<file path="src/verilog/pid_lock_defines.svh">
`ifndef PID_LOCK_DEFINES_SVH
`define PID_LOCK_DEFINES_SVH

////////////////////////////////////////////////////////////
// datapath widths
////////////////////////////////////////////////////////////

`define W_SAMPLE	16	// adc sample word
`define W_SUM		48	// pid sum, wide enough for the integrator
`define W_OUT		16	// dac word
`define W_MLT		10	// output multiplier
`define W_DIV		16	// output divisor
`define W_COEF		16	// kp, ki, kd

// cycles spent in OPP_COMPUTE
`define COMP_LATENCY	1

////////////////////////////////////////////////////////////
// output stage reset values
////////////////////////////////////////////////////////////

`define MAX_INIT	16'h3fff	// upper bound
`define MIN_INIT	16'hc001	// lower bound
`define OUT_INIT	16'h0000	// start value and unlocked output
`define MLT_INIT	10'd1		// unity gain
`define DVS_INIT	16'd1		// never zero

`endif

</file>
<file path="src/verilog/lock_data_pkg.sv">
`include "pid_lock_defines.svh"

// datapath word types and the two datapath FSMs
package lock_data_pkg;

	typedef logic signed [`W_SAMPLE-1:0]	sample_t;	// input sample, also setpoint
	typedef logic signed [`W_SUM-1:0]		sum_t;		// p + i + d
	typedef logic signed [`W_OUT-1:0]		out_t;		// dac word

	// pid filter sequence
	typedef enum logic [1:0] {
		FILT_IDLE	= 2'd0,	// wait for a sample
		FILT_TERMS	= 2'd1,	// register p, i and d terms
		FILT_SUM	= 2'd2,	// add the terms
		FILT_SEND	= 2'd3	// sum_valid strobe
	} filter_state_e;

	// output preprocessor sequence
	typedef enum logic [1:0] {
		OPP_IDLE		= 2'd0,	// wait for a pid sum
		OPP_COMPUTE		= 2'd1,	// scale, accumulate, clamp
		OPP_SEND		= 2'd2,	// data_valid strobe
		OPP_WRITEBACK	= 2'd3	// keep result as previous output
	} opp_state_e;

endpackage

</file>
<file path="src/verilog/lock_config_pkg.sv">
`include "pid_lock_defines.svh"

// front panel setting types

package lock_config_pkg;

	////////////////////////////////////////////////////////////
	// filter settings
	////////////////////////////////////////////////////////////

	typedef logic signed [`W_COEF-1:0]	coef_t;	// kp, ki, kd

	////////////////////////////////////////////////////////////
	// output stage settings
	////////////////////////////////////////////////////////////

	typedef logic signed [`W_MLT-1:0]	mult_t;	// gain numerator
	typedef logic signed [`W_DIV-1:0]	div_t;	// gain denominator, nonzero

	// bounds and init value of the output stage use lock_data_pkg::out_t
	// since they share the dac word format

endpackage

</file>
<file path="src/verilog/lock_ifs.sv">
`timescale 1ns/1ps

////////////////////////////////////////////////////////////
// filter coefficients, bank to pid filter
////////////////////////////////////////////////////////////

interface pid_coef_if;
	lock_data_pkg::sample_t		setpoint;	// lock target
	lock_config_pkg::coef_t		kp;			// proportional gain
	lock_config_pkg::coef_t		ki;			// integral gain
	lock_config_pkg::coef_t		kd;			// derivative gain

	modport bank	(output setpoint, kp, ki, kd);
	modport filter	(input setpoint, kp, ki, kd);
endinterface


</file>
<file path="src/verilog/pid_filter.sv">
`timescale 1ns/1ps
`include "pid_lock_defines.svh"

module pid_filter (
	input	logic						clk_in,
	input	logic						reset_in,
	input	lock_data_pkg::sample_t		sample_in,			// adc sample
	input	logic						sample_valid_in,	// single cycle strobe
	input	logic						lock_en,			// low clears i and d history
	pid_coef_if.filter					coef,
	output	lock_data_pkg::sum_t		sum,				// p + i + d
	output	logic						sum_valid			// high in FILT_SEND only
);

	localparam int W_ERR	= `W_SAMPLE + 1;	// setpoint minus sample
	localparam int W_DIFF	= `W_SAMPLE + 2;	// error minus previous error

	lock_data_pkg::filter_state_e	state;
	lock_data_pkg::filter_state_e	state_next;

	lock_data_pkg::sample_t			sample_q;	// captured in idle
	logic signed [W_ERR-1:0]		error;
	logic signed [W_ERR-1:0]		error_prev;	// for the derivative
	logic signed [W_DIFF-1:0]		error_diff;
	lock_data_pkg::sum_t			p_term;
	lock_data_pkg::sum_t			i_term;		// running integral
	lock_data_pkg::sum_t			d_term;

	////////////////////////////////////////////////////////////
	// error path
	////////////////////////////////////////////////////////////

	assign error		= W_ERR'(coef.setpoint) - W_ERR'(sample_q);
	assign error_diff	= W_DIFF'(error) - W_DIFF'(error_prev);
	assign sum_valid	= (state == lock_data_pkg::FILT_SEND);

	// sample capture, strobes outside idle are dropped
	always_ff @(posedge clk_in) begin
		if ((state == lock_data_pkg::FILT_IDLE) && sample_valid_in) begin
			sample_q <= sample_in;
		end
	end

	// p and d terms, no history of their own
	always_ff @(posedge clk_in) begin
		if (state == lock_data_pkg::FILT_TERMS) begin
			p_term <= lock_data_pkg::sum_t'(coef.kp) * lock_data_pkg::sum_t'(error);
			d_term <= lock_data_pkg::sum_t'(coef.kd) * lock_data_pkg::sum_t'(error_diff);
		end
	end

	// integrator and previous error, held at zero while unlocked
	always_ff @(posedge clk_in) begin
		if (reset_in || !lock_en) begin
			i_term		<= '0;
			error_prev	<= '0;
		end else if (state == lock_data_pkg::FILT_TERMS) begin
			i_term		<= i_term + lock_data_pkg::sum_t'(coef.ki) *
				lock_data_pkg::sum_t'(error);	// wraps at W_SUM
			error_prev	<= error;
		end
	end

	// final adder
	always_ff @(posedge clk_in) begin
		if (state == lock_data_pkg::FILT_SUM) begin
			sum <= p_term + i_term + d_term;
		end
	end

	////////////////////////////////////////////////////////////
	// FSM
	////////////////////////////////////////////////////////////

	always_ff @(posedge clk_in) begin
		if (reset_in) begin
			state <= lock_data_pkg::FILT_IDLE;
		end else begin
			state <= state_next;
		end
	end

	always_comb begin
		state_next = state;	// hold by default
		case (state)
			lock_data_pkg::FILT_IDLE: begin
				if (sample_valid_in) begin
					state_next = lock_data_pkg::FILT_TERMS;
				end
			end
			lock_data_pkg::FILT_TERMS:	state_next = lock_data_pkg::FILT_SUM;
			lock_data_pkg::FILT_SUM:	state_next = lock_data_pkg::FILT_SEND;
			lock_data_pkg::FILT_SEND:	state_next = lock_data_pkg::FILT_IDLE;	// one cycle
			default:					state_next = lock_data_pkg::FILT_IDLE;
		endcase
	end

endmodule

</file>
<file path="src/flat_wrapper.sv">
// flat-port wrapper written by rule: the top's interface ports become plain ports
module pid_filter_flat 
  (clk_in, reset_in, sample_in, sample_valid_in, lock_en, sum, sum_valid, coef_setpoint, coef_kp, coef_ki, coef_kd);
  pid_coef_if coef_i ();
  input	logic clk_in;
  input	logic reset_in;
  input	lock_data_pkg::sample_t sample_in;
  input	logic sample_valid_in;
  input	logic lock_en;
  output	lock_data_pkg::sum_t sum;
  output	logic sum_valid;
  input wire logic [$bits(coef_i.setpoint)-1:0] coef_setpoint;
  input wire logic [$bits(coef_i.kp)-1:0] coef_kp;
  input wire logic [$bits(coef_i.ki)-1:0] coef_ki;
  input wire logic [$bits(coef_i.kd)-1:0] coef_kd;
  assign coef_i.setpoint = coef_setpoint;
  assign coef_i.kp = coef_kp;
  assign coef_i.ki = coef_ki;
  assign coef_i.kd = coef_kd;
  pid_filter u_core (.clk_in(clk_in), .reset_in(reset_in), .sample_in(sample_in), .sample_valid_in(sample_valid_in), .lock_en(lock_en), .coef(coef_i), .sum(sum), .sum_valid(sum_valid));
endmodule
</file>
<file path="config.mk">
export PLATFORM = sky130hd
export DESIGN_NAME = pid_filter_flat
export DESIGN_NICKNAME = d
export VERILOG_FILES = /design/src/verilog/lock_data_pkg.sv /design/src/verilog/lock_config_pkg.sv /design/src/verilog/lock_ifs.sv /design/src/verilog/pid_filter.sv /design/src/flat_wrapper.sv
export VERILOG_INCLUDE_DIRS = /design/src /design/src/verilog
export SDC_FILE = /design/constraint.sdc
export NUM_CORES = 2
export LEC_CHECK = 0
export BUFFER_PORTS_ARGS = -buffer_cell sky130_fd_sc_hd__buf_2
export CORE_MARGIN = 2
export CORE_UTILIZATION = 50
export DETAILED_ROUTE_END_ITERATION = 16
export PLACE_DENSITY = 0.66
export SYNTH_ARGS = -nofsm -noshare
export SYNTH_HDL_FRONTEND = slang
export SYNTH_SLANG_ARGS = --single-unit
</file>
<file path="constraint.sdc">
create_clock -name clk_in -period 16.5 [get_ports clk_in]
set_input_delay 0.825 -clock clk_in [delete_from_list [all_inputs] [get_ports clk_in]]
set_output_delay 0.825 -clock clk_in [all_outputs]
set_load 0.005 [all_outputs]
</file>
==> results.ini <==
[die]
die_area_um2=91730
fp.dieW_um=302.9
rows=109
coreArea_um2=88510
die_h_um=302.9
ioPinCount=133
start_util_pct=50.46

[synth]
yosysTopAreaCell=fa_1
synth_ff_type=edfxtp_1
synth.top_cell.area_share_pct=40.07
synthArstFlopShare_pct=0
ys_warn_count=0
ys_types=76
synthCells=4742
synth-seq-cells=198
avgSynthCellArea_um2=9.418
synth_seq_area_share_pct=11.81
synthTopCellsByArea=fa_1, ha_1, edfxtp_1
synth-edff-count=131
syn_nets=6105
netlist_area_um2=44660

[cts]
cts_made_buffers=17
post-cts-setup-buffer-count=0
root_buffer=clkbuf_16
hold_buffers=0
cts_tree=yes
clockBufferDepth=2
clk_latency_ps=530
post_cts_resized=0
htree_levels=4
clock-sinks=198
path_clk_slew_ps=80

[critical_path]
r2r.worst_path.cells=46
crit_slowest_cell=o41ai_1
endpoint_kind=flop
timing.rr.start=u_core.sample_q[0]$_DFFE_PP_
critPathLaunch=coef_setpoint[0]
critical_path.startpoint_type=input pin
worst-path-max-fanout=28
path_class=input pin to flop
worstPathRequired_ps=16920
rrSetupSlack_ps=4740
arrival_ps=12210
cpMostUsedCell=fa_1
critPathMaxStageDelay_ps=680
worstReg2RegEnd=u_core.i_term[47]$_SDFFE_PP0N_

[final_layout]
multiInputGateArea_um2=35180
drive_gt1_share_pct=5.438
layout.area.seq_um2=5275
layout_commonest_cell=inv_1
fin_nets=6131
areaGrowthSynthToFinish_pct=5.813
final_cell_mix=inv_1, fa_1, nand2_1
fillers=8071

[sta]
skew_ps=19.77
rsz0062_at_grt=false
tightestPinTransition_ps=1168
period_needed_ps=11790
post-route-period-util_pct=71.47
hold_violations=0
fmax_mhz=84.80
setup_viol=0
setup-tns-final_ps=0
report.final.slew_viol_count=0
slew_headroom_pct=22.11

[hold_path]
hold_path_startpoint=sample_in[2]
hold_end=u_core.sample_q[2]$_DFFE_PP_
min_path_cells=1
hold_class=input pin to flop

[detailed_routing]
drtIter0Drc=2034
viasPerCell=5.397
antenna_left=0
wl_met2_mm=55.88
met3_length_mm=5.706
vias=32110
wire_per_inst_um=19.05
m1WireLength_mm=48.13
drc=14
routed.top_layer=met5
drt_wl_total_mm=113.3
dr.pass1.iters=14

[outcome]
violations=DRC
status=complete, but fails checks

[placed_design]
port_buffers=132
gp_congestion=0.9336
dp_hpwl_mm=91.45

[global_routing]
grt_pass1_vias=33650
grt_usage_pct=25.78
overflow=0
grt_max_degree=64
antenna_found_initial=12
grt_pass1_wl_mm=182.4

[job]
maxCapViolations=0

-- critical path, delay by kind of cell --
| family | cells | cell delay, ps |
|---|---|---|
| compound gates | 20 | 4360 |
| xor+xnor | 3 | 580 |
| fa+ha+maj | 10 | 4360 |
| buf+inv | 7 | 770 |
| simple gates | 8 | 1270 |
-- routing by layer --
metal / global-route usage [%] / up-vias
met3: 3.172 / 179
met5: 0 / -
met1: 34.22 / 16480
met4: 8.679 / 12
met2: 43.90 / 774
li1: - / 14660
-- Yosys cell counts (34+ instances only) --
library cell,instances
a21o_1,69
a21oi_1,158
and2_1,283
clkbuf_1,151
dfxtp_1,67
edfxtp_1,131
fa_1,894
ha_1,385
inv_1,991
mux2i_1,52
nand2_1,532
nand2b_1,53
nand3_1,46
nor2_1,182
nor2b_1,87
o21a_1,42
o21ai_0,81
o21bai_1,34
xnor2_1,167
xor2_1,53
-- worst max-delay path by stage --
stage / endpoint / slack (ps)
after CTS: u_core.i_term[47]$_SDFFE_PP0N_ / 4760
after global placement: u_core.i_term[47]$_SDFFE_PP0N_ / 4460
after global routing: u_core.i_term[47]$_SDFFE_PP0N_ / 3710
final: u_core.i_term[47]$_SDFFE_PP0N_ / 4710
after detailed placement: u_core.i_term[47]$_SDFFE_PP0N_ / 4250
after floorplan: u_core.i_term[47]$_SDFFE_PP0N_ / 5570
-- area by class of cell --
| cell class | count | area share (%) |
|---|---|---|
| Clock buffer | 18 | 0.9081 |
| Tap cell | 1165 | 3.084 |
| Sequential cell | 198 | 11.16 |
| Timing Repair Buffer | 178 | 2.129 |
| Clock inverter | 14 | 0.3892 |
| Multi-Input combinational cell | 3382 | 74.44 |
| Antenna cell | 3 | 0.01589 |
| Inverter | 991 | 7.871 |
-- registers in the layout, summed over array words and instances, names as in the netlist --
register / cells
u_core.d_term: 34
u_core.error_prev: 17
u_core.i_term: 48
u_core.p_term: 33
u_core.sample_q: 16
u_core.state: 2
u_core.sum: 48
-- kinds of logic (layout without fill, tap and decap cells) --
group	after synthesis	after routing	share of synthesized area, %
AND/OR/NAND/NOR	1291	1291	13.99
adder cells (fa/ha/maj)	1279	1279	50.86
buffers and inverters	1162	1201	9.791
AO/OA/AOI/OAI	538	538	8.018
XOR/XNOR	220	220	4.314
flip-flops	198	198	11.81
multiplexers	54	54	1.216
other	0	3	0
-- through the flow --
stage               worst slack [ps]  cell area, um2  hold slack [ps]  cells  util [%]
finish                          4708           47260            472.6   5949     53.39
global route                    3711           47260            467.6   5948     53.39
CTS                             4758           47250            442.4   5946     53.38
detailed placement              4252           46640            471.8   5914     52.69
global placement                4458           46640            466.9   5914     52.69
floorplan                       5565           44660            451.9   4742         -
Power is left out: the tool's default activity adds up to more than one toggle a clock period on the data nets, which glitch-free logic cannot reach.
