[config.mk]
export PLATFORM = sky130hd
export DESIGN_NAME = lock_config_bank_flat
export DESIGN_NICKNAME = d
export VERILOG_FILES = /design/src/verilog/lock_data_pkg.sv /design/src/verilog/lock_config_pkg.sv /design/src/verilog/lock_ifs.sv /design/src/verilog/lock_config_bank.sv /design/src/flat_wrapper.sv
export VERILOG_INCLUDE_DIRS = /design/src /design/src/verilog
export SDC_FILE = /design/constraint.sdc
export NUM_CORES = 1
export LEC_CHECK = 0
export ABC_AREA = 1
export BUFFER_PORTS_ARGS = -buffer_cell sky130_fd_sc_hd__buf_2
export CORE_MARGIN = 5
export CORE_UTILIZATION = 45
export DETAILED_ROUTE_END_ITERATION = 12
export PLACE_DENSITY = 0.86
export SLEW_MARGIN = 0
export SYNTH_ARGS = -nofsm -noshare
export SYNTH_HDL_FRONTEND = slang
export SYNTH_SLANG_ARGS = --single-unit
[constraint.sdc]
create_clock -name clk_in -period 1.4 [get_ports clk_in]
set_input_delay 0.35 -clock clk_in [delete_from_list [all_inputs] [get_ports clk_in]]
set_output_delay 0.35 -clock clk_in [all_outputs]
set_load 0.02 [all_outputs]
[src/verilog/pid_lock_defines.svh]
`ifndef PID_LOCK_DEFINES_SVH
`define PID_LOCK_DEFINES_SVH

////////////////////////////////////////////////////////////
// datapath widths
////////////////////////////////////////////////////////////

`define W_SAMPLE	16	// adc sample word
`define W_SUM		48	// pid sum, wide enough for the integrator
`define W_OUT		16	// dac word
`define W_MLT		10	// output multiplier
`define W_DIV		16	// output divisor
`define W_COEF		16	// kp, ki, kd

// cycles spent in OPP_COMPUTE
`define COMP_LATENCY	1

////////////////////////////////////////////////////////////
// output stage reset values
////////////////////////////////////////////////////////////

`define MAX_INIT	16'h3fff	// upper bound
`define MIN_INIT	16'hc001	// lower bound
`define OUT_INIT	16'h0000	// start value and unlocked output
`define MLT_INIT	10'd1		// unity gain
`define DVS_INIT	16'd1		// never zero

`endif

[src/verilog/lock_data_pkg.sv]
`include "pid_lock_defines.svh"

// datapath word types and the two datapath FSMs
package lock_data_pkg;

	typedef logic signed [`W_SAMPLE-1:0]	sample_t;	// input sample, also setpoint
	typedef logic signed [`W_SUM-1:0]		sum_t;		// p + i + d
	typedef logic signed [`W_OUT-1:0]		out_t;		// dac word

	// pid filter sequence
	typedef enum logic [1:0] {
		FILT_IDLE	= 2'd0,	// wait for a sample
		FILT_TERMS	= 2'd1,	// register p, i and d terms
		FILT_SUM	= 2'd2,	// add the terms
		FILT_SEND	= 2'd3	// sum_valid strobe
	} filter_state_e;

	// output preprocessor sequence
	typedef enum logic [1:0] {
		OPP_IDLE		= 2'd0,	// wait for a pid sum
		OPP_COMPUTE		= 2'd1,	// scale, accumulate, clamp
		OPP_SEND		= 2'd2,	// data_valid strobe
		OPP_WRITEBACK	= 2'd3	// keep result as previous output
	} opp_state_e;

endpackage

[src/verilog/lock_config_pkg.sv]
`include "pid_lock_defines.svh"

// front panel setting types

package lock_config_pkg;

	////////////////////////////////////////////////////////////
	// filter settings
	////////////////////////////////////////////////////////////

	typedef logic signed [`W_COEF-1:0]	coef_t;	// kp, ki, kd

	////////////////////////////////////////////////////////////
	// output stage settings
	////////////////////////////////////////////////////////////

	typedef logic signed [`W_MLT-1:0]	mult_t;	// gain numerator
	typedef logic signed [`W_DIV-1:0]	div_t;	// gain denominator, nonzero

	// bounds and init value of the output stage use lock_data_pkg::out_t
	// since they share the dac word format

endpackage

[src/verilog/lock_ifs.sv]
`timescale 1ns/1ps

////////////////////////////////////////////////////////////
// filter coefficients, bank to pid filter
////////////////////////////////////////////////////////////

interface pid_coef_if;
	lock_data_pkg::sample_t		setpoint;	// lock target
	lock_config_pkg::coef_t		kp;			// proportional gain
	lock_config_pkg::coef_t		ki;			// integral gain
	lock_config_pkg::coef_t		kd;			// derivative gain

	modport bank	(output setpoint, kp, ki, kd);
	modport filter	(input setpoint, kp, ki, kd);
endinterface

////////////////////////////////////////////////////////////
// output stage settings, bank to preprocessor
////////////////////////////////////////////////////////////

interface opp_cfg_if;
	lock_data_pkg::out_t		output_max;		// upper clamp
	lock_data_pkg::out_t		output_min;		// lower clamp
	lock_data_pkg::out_t		output_init;	// unlocked value and reload value
	lock_config_pkg::mult_t		multiplier;		// scale numerator
	lock_config_pkg::div_t		divisor;		// scale denominator
	logic						load;			// one cycle after an accepted update

	modport bank	(output output_max, output_min, output_init, multiplier, divisor, load);
	modport opp		(input output_max, output_min, output_init, multiplier, divisor, load);
endinterface

[src/verilog/lock_config_bank.sv]
`timescale 1ns/1ps
`include "pid_lock_defines.svh"

module lock_config_bank (
	input	logic						clk_in,
	input	logic						reset_in,
	input	logic						update_en_in,	// arms the update strobe
	input	logic						update_in,		// load all settings
	input	lock_data_pkg::sample_t		setpoint_in,
	input	lock_config_pkg::coef_t		kp_in,
	input	lock_config_pkg::coef_t		ki_in,
	input	lock_config_pkg::coef_t		kd_in,
	input	lock_data_pkg::out_t		output_max_in,
	input	lock_data_pkg::out_t		output_min_in,
	input	lock_data_pkg::out_t		output_init_in,
	input	lock_config_pkg::mult_t		multiplier_in,
	input	lock_config_pkg::div_t		divisor_in,
	pid_coef_if.bank					coef,			// to pid filter
	opp_cfg_if.bank						opp_cfg			// to output preprocessor
);

	logic	do_update;	// guarded update strobe

	assign do_update = update_in & update_en_in;

	////////////////////////////////////////////////////////////
	// settings registers
	////////////////////////////////////////////////////////////

	always_ff @(posedge clk_in) begin
		if (reset_in) begin
			coef.setpoint			<= '0;
			coef.kp					<= '0;			// filter silent until configured
			coef.ki					<= '0;
			coef.kd					<= '0;
			opp_cfg.output_max		<= `MAX_INIT;
			opp_cfg.output_min		<= `MIN_INIT;
			opp_cfg.output_init		<= `OUT_INIT;
			opp_cfg.multiplier		<= `MLT_INIT;
			opp_cfg.divisor			<= `DVS_INIT;
		end else if (do_update) begin
			coef.setpoint			<= setpoint_in;
			coef.kp					<= kp_in;
			coef.ki					<= ki_in;
			coef.kd					<= kd_in;
			opp_cfg.output_max		<= output_max_in;
			opp_cfg.output_min		<= output_min_in;
			opp_cfg.output_init		<= output_init_in;
			opp_cfg.multiplier		<= multiplier_in;
			// zero divisor would stall nothing but give garbage, store one
			opp_cfg.divisor			<= (divisor_in != '0) ? divisor_in : `W_DIV'(1);
		end
	end

	// reload strobe for the previous output, one cycle after the load
	always_ff @(posedge clk_in) begin
		if (reset_in) begin
			opp_cfg.load <= 1'b0;
		end else begin
			opp_cfg.load <= do_update;	// settings already valid then
		end
	end

endmodule

[src/flat_wrapper.sv]
// flat-port wrapper written by rule: the top's interface ports become plain ports
module lock_config_bank_flat 
  (clk_in, reset_in, update_en_in, update_in, setpoint_in, kp_in, ki_in, kd_in, output_max_in, output_min_in, output_init_in, multiplier_in, divisor_in, coef_setpoint, coef_kp, coef_ki, coef_kd, opp_cfg_output_max, opp_cfg_output_min, opp_cfg_output_init, opp_cfg_multiplier, opp_cfg_divisor, opp_cfg_load);
  pid_coef_if coef_i ();
  opp_cfg_if opp_cfg_i ();
  input	logic clk_in;
  input	logic reset_in;
  input	logic update_en_in;
  input	logic update_in;
  input	lock_data_pkg::sample_t setpoint_in;
  input	lock_config_pkg::coef_t kp_in;
  input	lock_config_pkg::coef_t ki_in;
  input	lock_config_pkg::coef_t kd_in;
  input	lock_data_pkg::out_t output_max_in;
  input	lock_data_pkg::out_t output_min_in;
  input	lock_data_pkg::out_t output_init_in;
  input	lock_config_pkg::mult_t multiplier_in;
  input	lock_config_pkg::div_t divisor_in;
  output wire logic [$bits(coef_i.setpoint)-1:0] coef_setpoint;
  output wire logic [$bits(coef_i.kp)-1:0] coef_kp;
  output wire logic [$bits(coef_i.ki)-1:0] coef_ki;
  output wire logic [$bits(coef_i.kd)-1:0] coef_kd;
  output wire logic [$bits(opp_cfg_i.output_max)-1:0] opp_cfg_output_max;
  output wire logic [$bits(opp_cfg_i.output_min)-1:0] opp_cfg_output_min;
  output wire logic [$bits(opp_cfg_i.output_init)-1:0] opp_cfg_output_init;
  output wire logic [$bits(opp_cfg_i.multiplier)-1:0] opp_cfg_multiplier;
  output wire logic [$bits(opp_cfg_i.divisor)-1:0] opp_cfg_divisor;
  output wire logic [$bits(opp_cfg_i.load)-1:0] opp_cfg_load;
  assign coef_setpoint = coef_i.setpoint;
  assign coef_kp = coef_i.kp;
  assign coef_ki = coef_i.ki;
  assign coef_kd = coef_i.kd;
  assign opp_cfg_output_max = opp_cfg_i.output_max;
  assign opp_cfg_output_min = opp_cfg_i.output_min;
  assign opp_cfg_output_init = opp_cfg_i.output_init;
  assign opp_cfg_multiplier = opp_cfg_i.multiplier;
  assign opp_cfg_divisor = opp_cfg_i.divisor;
  assign opp_cfg_load = opp_cfg_i.load;
  lock_config_bank u_core (.clk_in(clk_in), .reset_in(reset_in), .update_en_in(update_en_in), .update_in(update_in), .setpoint_in(setpoint_in), .kp_in(kp_in), .ki_in(ki_in), .kd_in(kd_in), .output_max_in(output_max_in), .output_min_in(output_min_in), .output_init_in(output_init_in), .multiplier_in(multiplier_in), .divisor_in(divisor_in), .coef(coef_i), .opp_cfg(opp_cfg_i));
endmodule
==> metrics.yaml, run 1 <==
cts_sinks: 139
drive_above_1_share: 0.397
worstPathArrival_ns: 1.01
final.setup_skew_ns: 0
critPathTopFamily: "flip-flops"
htreeDepth: 4
grt_overflow: 0
insertion_delay_ns: 0.51
vias: 5073
dp_slack_ns: 0.151
end_kind: "output port"
final.setup.worst_slack_ns: 0.0384
die_w_um: 114
grt_first_pass_wirelength_um: 23100
coreArea_um2: 10400
ir_worst_vdd_mv: 0.823
post-route-period-util: 0.973
tightest_slew_ns: 0.306
grt_max_degree: 80
syn_to_final_growth_pct: 52.2
seq_area_frac_synth: 0.574
avgSynthCellArea_um2: 7.83
slew_violations: 0
hpwl_um: 10800
hold_violations: 0
slew-limit-headroom: 0.796
max-cap-violations: 0
gp_congestion: 0.820
ys_ff_latch: 139
initial_core_util: 0.465
cts_root_buf: "clkbuf_8"
start_kind: "register"
die_y_um: 114
power_density_nw_per_um2: 1430
wl_um: 15600
setup_viol: 0
cts_tree: "done"
viasPerCell: 4.91
hold_class: "in -> reg"
cpPeakStageDelay_ns: 0.37
worstPathCellList: "buf_6"
wl_per_cell_um: 15.0
clock_path_buffers: 2
drtIter0Drc: 483
synth.distinct_cells: 15
crit_fanout: 2
max_freq_ghz: 0.734
yosys_warnings: 0
path_class: "reg -> out"
cp_slowest_cell: "dfxtp_1"
io_buffers: 280
antenna_found_initial: 2
num_rows: 37
synthesis.nets: 761
hold_slack_ns: 0.0362
worst_ep_required_time_ns: 1.05
crit_buf_inv: 1
numCtsBuffers: 17
grt_use_total: 0.224
die_area_um2: 12900
p_leak_nw: 3.54
synthCells: 619
tns_ns: 0
drtAntennaViolNets: 0
cts_setup_buffers: 0
report.power.total_mw: 10.5
drc_errors: 0
nets: 1027
fin_crit_ns: 1.36
status: "completed"
pin_count: 281
grt_pass1_vias: 4779
drt_pass1_iterations: 5
clk_pin_slew_ns: 0.06
syn-cell-area_um2: 4840
==> cells in the final DEF, fill, tap and decap left out, drive strengths merged, types with 3 or more instances in the layout <==
cell and count:
nand3 18, clkinv 3, a21oi 16, nand2 75, dfxtp 139, o21ai 104, bufinv 4, clkbuf 21
inv 5, nor2 219, buf 292
==> sequential cells by signal, summed over array words and instances (netlist names) <==
name                        count
u_core.opp_cfg.output_min      16
u_core.opp_cfg.multiplier      10
u_core.opp_cfg.divisor         16
u_core.coef.ki                 16
u_core.opp_cfg.output_init     16
u_core.coef.kd                 16
u_core.coef.setpoint           16
u_core.opp_cfg.load             1
u_core.coef.kp                 16
u_core.opp_cfg.output_max      16
==> cells in the mapped netlist <==
library cell / number / area, um2
a21oi_1: 16 / 80.1
buf_2: 27 / 135
buf_4: 9 / 67.6
buf_6: 2 / 22.5
clkbuf_1: 7 / 26.3
dfxtp_1: 139 / 2780
inv_1: 1 / 3.75
inv_2: 1 / 3.75
inv_4: 1 / 6.26
nand2_1: 74 / 278
nand2_2: 1 / 6.26
nand3_1: 18 / 90.1
nor2_1: 219 / 822
o21ai_0: 93 / 465
o21ai_1: 11 / 55.1
==> power breakdown <==
| part | leakage (nW) | switching (mW) | internal (mW) |
|---|---|---|---|
| logic | 2.09 | 0.882 | 0.668 |
| clock network | 0.299 | 1.64 | 2.99 |
| registers | 1.16 | 0.138 | 4.23 |
| total | 3.54 | 2.66 | 7.88 |
==> per-layer routing <==
layer | vias to the layer above | routed length, um | global-route usage
met1 | 2292 | 5640 | 0.246
met4 | 2 | 479 | 0.110
met3 | 42 | 1530 | 0.0822
li1 | 2503 | - | -
met2 | 234 | 7890 | 0.382
met5 | - | 20 | 0
==> worst paths after layout <==
| check | startpoint | to | slack (ns) | cells after the start |
|---|---|---|---|---|
| max | u_core.opp_cfg.output_max[13] | opp_cfg_output_max[13] | 0.04 | 1 |
| min reg2reg | u_core.opp_cfg.divisor[1] | u_core.opp_cfg.divisor[1] | 0.46 | 2 |
| max reg2reg | u_core.opp_cfg.divisor[3] | u_core.opp_cfg.divisor[3] | 0.73 | 2 |
| min | output_min_in[0] | u_core.opp_cfg.output_min[0] | 0.04 | 3 |
==> through the flow <==
step / utilization / instances / area (um2)
finish: 0.708 / 1034 / 7380
global route: 0.708 / 1034 / 7380
global placement: 0.611 / 1002 / 6360
detailed placement: 0.611 / 1002 / 6360
floorplan: - / 619 / 4840
CTS: 0.673 / 1033 / 7010
==> timing repair <==
action	4_1_cts	5_1_grt
endpoints found under the setup margin	13	115
gates resized for setup	16	153
hold buffers	0	0
==> final cells by class <==
class,instances,area (um2)
antenna,1,2.50
clock inverter,10,164
inverter,3,16.3
fill,813,3040
tap,136,170
clock buffer,21,449
timing repair buffer,292,1950
sequential,139,2820
multi-input combinational,432,1800
==> kinds of logic (layout without fill, tap and decap cells) <==
logic type / after synthesis / count (layout) / synth area share
simple gates: 312 / 312 / 0.247
flops: 139 / 139 / 0.574
compound gates: 120 / 120 / 0.124
buf+inv: 48 / 326 / 0.0548
other cells: 0 / 1 / 0
Power figures use the tool's default switching activity.
==> inputs of run 2 (changes only) <==
--- a/config.mk
+++ b/config.mk
@@ -8,11 +8,11 @@
 export LEC_CHECK = 0
 export ABC_AREA = 1
 export BUFFER_PORTS_ARGS = -buffer_cell sky130_fd_sc_hd__buf_2
+export CORE_ASPECT_RATIO = 0.6
 export CORE_MARGIN = 5
 export CORE_UTILIZATION = 45
 export DETAILED_ROUTE_END_ITERATION = 12
 export PLACE_DENSITY = 0.86
-export SLEW_MARGIN = 0
 export SYNTH_ARGS = -nofsm -noshare
 export SYNTH_HDL_FRONTEND = slang
 export SYNTH_SLANG_ARGS = --single-unit
==> metrics.yaml, run 2 (synthesis results as in run 1) <==
worst_ep_required_time_ns: 1.05
tightest_slew_ns: 0.282
hold_buffers: 0
slew-limit-headroom: 0.812
end_kind: "output port"
slew_violations: 0
fin_crit_ns: 1.27
num_rows: 29
insertion_delay_ns: 0.39
numCtsBuffers: 17
die_y_um: 90.4
drtAntennaViolNets: 0
syn_to_final_growth_pct: 43.8
drc_errors: 0
wl_per_cell_um: 13.9
max_freq_ghz: 0.787
die_w_um: 144
status: "completed"
setup_viol: 0
post-route-period-util: 0.907
worstPathArrival_ns: 0.92
hold_class: "in -> reg"
die_area_um2: 13000
htreeDepth: 4
p_leak_nw: 3.46
gp_congestion: 0.806
final_cell_mix: "buf_2 (280), nor2_1 (219), dfxtp_1 (139)"
antenna_found_initial: 0
io_buffers: 280
start_kind: "register"
hold_violations: 0
nets: 1026
grt_max_degree: 70
hpwl_um: 10600
viasPerCell: 4.79
cts_tree: "done"
cpPeakStageDelay_ns: 0.35
cp-startpoint: "u_core.opp_cfg.output_init[8]"
drt_pass1_iterations: 4
grt_first_pass_wirelength_um: 22500
worstPathCellList: "buf_2"
max-cap-violations: 0
timing.rr.start: "u_core.opp_cfg.divisor[1]"
tns_ns: 0
grt_overflow: 0
wl_um: 14400
ir_worst_vdd_mv: 1.06
cts_root_buf: "clkbuf_16"
cp_slowest_cell: "dfxtp_1"
initial_core_util: 0.459
pin_count: 281
grt_setup_unrepaired: "false"
crit_buf_inv: 1
final_common_cell: "buf_2"
final_util: 0.660
critPathTopFamily: "flip-flops"
coreArea_um2: 10600
clock_path_buffers: 2
cts_resized: 0
grt_pass1_vias: 4659
grt_use_total: 0.212
power_density_nw_per_um2: 1470
crit_fanout: 2
cts_setup_buffers: 0
clk_pin_slew_ns: 0.06
path_class: "reg -> out"
cts_sinks: 139
drtIter0Drc: 147
holdCritStartpoint: "multiplier_in[0]"
vias: 4962
drive_above_1_share: 0.363
diodes: 0
final.setup_skew_ns: 0
run 2: changes by cell type in the layout (fill, tap and decap cells not counted), sizes merged:
cell      change
bufinv        -1
clkinvlp      +2
buf           -1
inv           +1
clkbuf        -3
clkinv        +1
diode         -1
run 2: metal layers:
layer | part of all wire | track usage
met4 | 0.016 | 0.0564
met5 | 0 | 0
met2 | 0.49 | 0.366
met1 | 0.38 | 0.238
met3 | 0.11 | 0.0915
run 2: per-stage QoR:
stage | total power, mW | worst slack [ns] | hold slack, ns | instance area [um2] | cells
2_1_floorplan | 5.23 | 0.389 | 0.463 | 4840 | 619
3_3_place_gp | 5.79 | 0.187 | 0.447 | 6360 | 1004
3_5_place_dp | 5.82 | 0.127 | 0.452 | 6360 | 1004
4_1_cts | 10.3 | 0.110 | 0.133 | 6960 | 1035
5_1_grt | 10.7 | 0.0600 | 0.141 | 6960 | 1035
6_report | 10.2 | 0.130 | 0.148 | 6960 | 1035
run 2: worst paths after layout:
path | endpoint | slack, ns | depth (start not counted)
worst max-delay path | opp_cfg_output_init[8] | 0.13 | 1
worst min-delay path | u_core.opp_cfg.multiplier[0] | 0.15 | 3
worst max register to register | u_core.opp_cfg.divisor[1] | 0.78 | 2
worst min register to register | u_core.opp_cfg.divisor[13] | 0.46 | 2
run 2: final cells by class:
type	instances	area, um2
clock buffers	18	439
repair buffers	291	1580
flip-flops and latches	139	2780
fillers	872	3590
multi-input cells	432	1800
inverters	3	16.3
clock inverters	13	166
well taps	139	174
run 2: power breakdown:
part | internal (mW) | switching (mW) | total (mW)
clock network | 2.85 | 1.66 | 4.52
logic | 0.533 | 0.860 | 1.39
registers | 4.21 | 0.124 | 4.34
==> inputs of run 3 (changes only) <==
--- a/config.mk
+++ b/config.mk
@@ -6,7 +6,6 @@
 export SDC_FILE = /design/constraint.sdc
 export NUM_CORES = 1
 export LEC_CHECK = 0
-export ABC_AREA = 1
 export BUFFER_PORTS_ARGS = -buffer_cell sky130_fd_sc_hd__buf_2
 export CORE_ASPECT_RATIO = 0.6
 export CORE_MARGIN = 5
==> metrics.yaml, run 3 <==
drc_errors: 0
fin_crit_ns: 1.28
seq_area_frac_synth: 0.567
grt_setup_unrepaired: "false"
ir_worst_vdd_mv: 0.968
tightest_slew_ns: 0.504
io_buffers: 280
viasPerCell: 4.87
worst_ep_required_time_ns: 1.05
clock_path_buffers: 2
yosys-top-cells-count: "nand2_1 (275), dfxtp_1 (139), a21oi_1 (120), buf_2 (26), nand3b_1 (18)"
dp.cells: 999
numCtsBuffers: 17
layoutNonFillerInstCount: 1031
p_switching_mw: 2.57
final.setup_skew_ns: 0
path_class: "reg -> out"
setup_viol: 0
cts_resized: 0
initial_core_util: 0.463
p_int_mw: 7.45
tns_ns: 0
yosys.area.top_type: "dfxtp_1"
power_frac_comb: 0.117
drt_pass1_iterations: 4
final_cell_mix: "buf_2 (279), nand2_1 (274), dfxtp_1 (139)"
pin_count: 281
status: "completed"
cp_slowest_cell: "dfxtp_1"
cp-startpoint: "u_core.coef.ki[5]"
nets: 1021
whs_endpoint: "u_core.opp_cfg.output_max[12]"
crit_fanout: 2
synth.most_common_cell: "nand2_1"
ys_async_sr_fraction: 0
cts_root_buf: "clkbuf_16"
syn_to_final_growth_pct: 43.7
slew_violations: 0
r2r_end: "u_core.opp_cfg.divisor[0]"
power_density_nw_per_um2: 1420
synthDominantCellAreaShare: 0.567
worstPathArrival_ns: 0.93
cts_sinks: 139
holdCritStartpoint: "output_max_in[12]"
final_common_cell: "buf_2"
die_area_um2: 13200
fillers: 897
drive_above_1_share: 0.373
avgSynthCellArea_um2: 8.09
clkPwrFrac: 0.460
diodes: 0
hold_buffers: 0
timing.rr.start: "u_core.opp_cfg.divisor[0]"
wl_per_cell_um: 14.2
grt_first_pass_wirelength_um: 22600
ff2ff_path_depth: 2
insertion_delay_ns: 0.39
p_leak_nw: 3.36
slew-limit-headroom: 0.661
die_w_um: 145
die_y_um: 90.9
cts_setup_buffers: 0
drtAntennaViolNets: 0
syn-cell-area_um2: 4900
end_kind: "output port"
grt_max_degree: 41
htreeDepth: 4
gp_congestion: 0.837
start_kind: "register"
grt_pass1_vias: 4644
cpPeakStageDelay_ns: 0.35
max_freq_ghz: 0.783
power_frac_seq: 0.423
coreArea_um2: 10600
worstPathCellList: "buf_2"
hpwl_um: 10900
synthCells: 606
grt_use_total: 0.212
swShare: 0.257
hold_class: "in -> reg"
cts_tree: "done"
vias: 5020
num_rows: 29
post-route-period-util: 0.912
ys_ff_latch: 139
max-cap-violations: 0
hold_violations: 0
synth_flop_cell: "dfxtp_1"
synthesis.nets: 748
clk_pin_slew_ns: 0.06
hold_depth: 3
grt_overflow: 0
synth_area_leaders: "dfxtp_1 (57%), nand2_1 (21%), a21oi_1 (12%), nand3b_1 (2.8%), buf_6 (2.8%)"
synth.distinct_cells: 13
yosys_warnings: 0
crit_buf_inv: 1
drtIter0Drc: 230
critPathTopFamily: "flip-flops"
synth-edff-count: 0
antenna_found_initial: 0
wl_um: 14600
r2r_slack_ns: 0.75
## run 3: changes by cell type in the layout (fill, tap and decap cells not counted), moves of 18 or more
cell      change
nand3b_1     +18
nand3_1      -18
o21ai_0      -93
nor2_1      -218
a21oi_1     +104
nand2_1     +200
## run 3: per-stage QoR
step / total power, mW / utilization / hold slack (ns) / setup WS, ns / cell area, um2
final: 10.0 / 0.665 / 0.156 / 0.123 / 7050
after global routing: 10.4 / 0.665 / 0.154 / 0.0737 / 7050
after global placement: 5.48 / 0.607 / 0.439 / -0.0503 / 6430
after floorplan: 4.98 / - / 0.474 / 0.375 / 4900
after detailed placement: 5.50 / 0.607 / 0.443 / -0.0505 / 6430
after CTS: 10.1 / 0.665 / 0.138 / 0.0949 / 7050
## run 3: kinds of logic after synthesis
| family | count (synthesis) | synth area share |
|---|---|---|
| AO/OA/AOI/OAI | 120 | 0.122 |
| buffers and inverters | 45 | 0.0610 |
| flip-flops | 139 | 0.567 |
| AND/OR/NAND/NOR | 302 | 0.249 |
## run 3: cell type report
cell class              count  area, um2  area share
flip-flops and latches    139       2780       0.395
multi-input cells         422       1830       0.260
repair buffers            299       1650       0.234
clock buffers              17        425      0.0604
clock inverters            15        190      0.0270
well taps                 139        174      0.0247
## run 3: power by group through the flow
stage,Combinational (mW),Clock [mW],Sequential [mW]
CTS,1.18,4.68,4.24
floorplan,0.414,0,4.57
finish,1.17,4.61,4.24
detailed placement,1.17,0,4.33
global route,1.28,4.88,4.26
global placement,1.16,0,4.32
## run 3: routing by layer
layer  global-route usage  vias up  wire, um
met5                    0        -         0
met4               0.0691        0       233
met3               0.0751       20      1430
met2                0.355      196      7090
met1                0.251     2311      5850
li1                     -     2493         -
## run 3: worst max-delay path by stage
| stage | slack [ns] | depth (start not counted) | to |
|---|---|---|---|
| 6_report | 0.12 | 1 | coef_ki[5] |
| 5_1_grt | 0.07 | 1 | coef_kd[2] |
| 4_1_cts | 0.09 | 1 | opp_cfg_divisor[0] |
| 3_5_place_dp | -0.05 | 5 | u_core.opp_cfg.divisor[0] |
| 3_3_place_gp | -0.05 | 5 | u_core.opp_cfg.divisor[0] |
| 2_1_floorplan | 0.37 | 5 | u_core.opp_cfg.output_max[10] |
## run 3: worst register-to-register path: stages (launching register included)
cell and delay [ns]:
dfxtp_1 0.31, nor3_1 0.18, a21oi_1 0.05
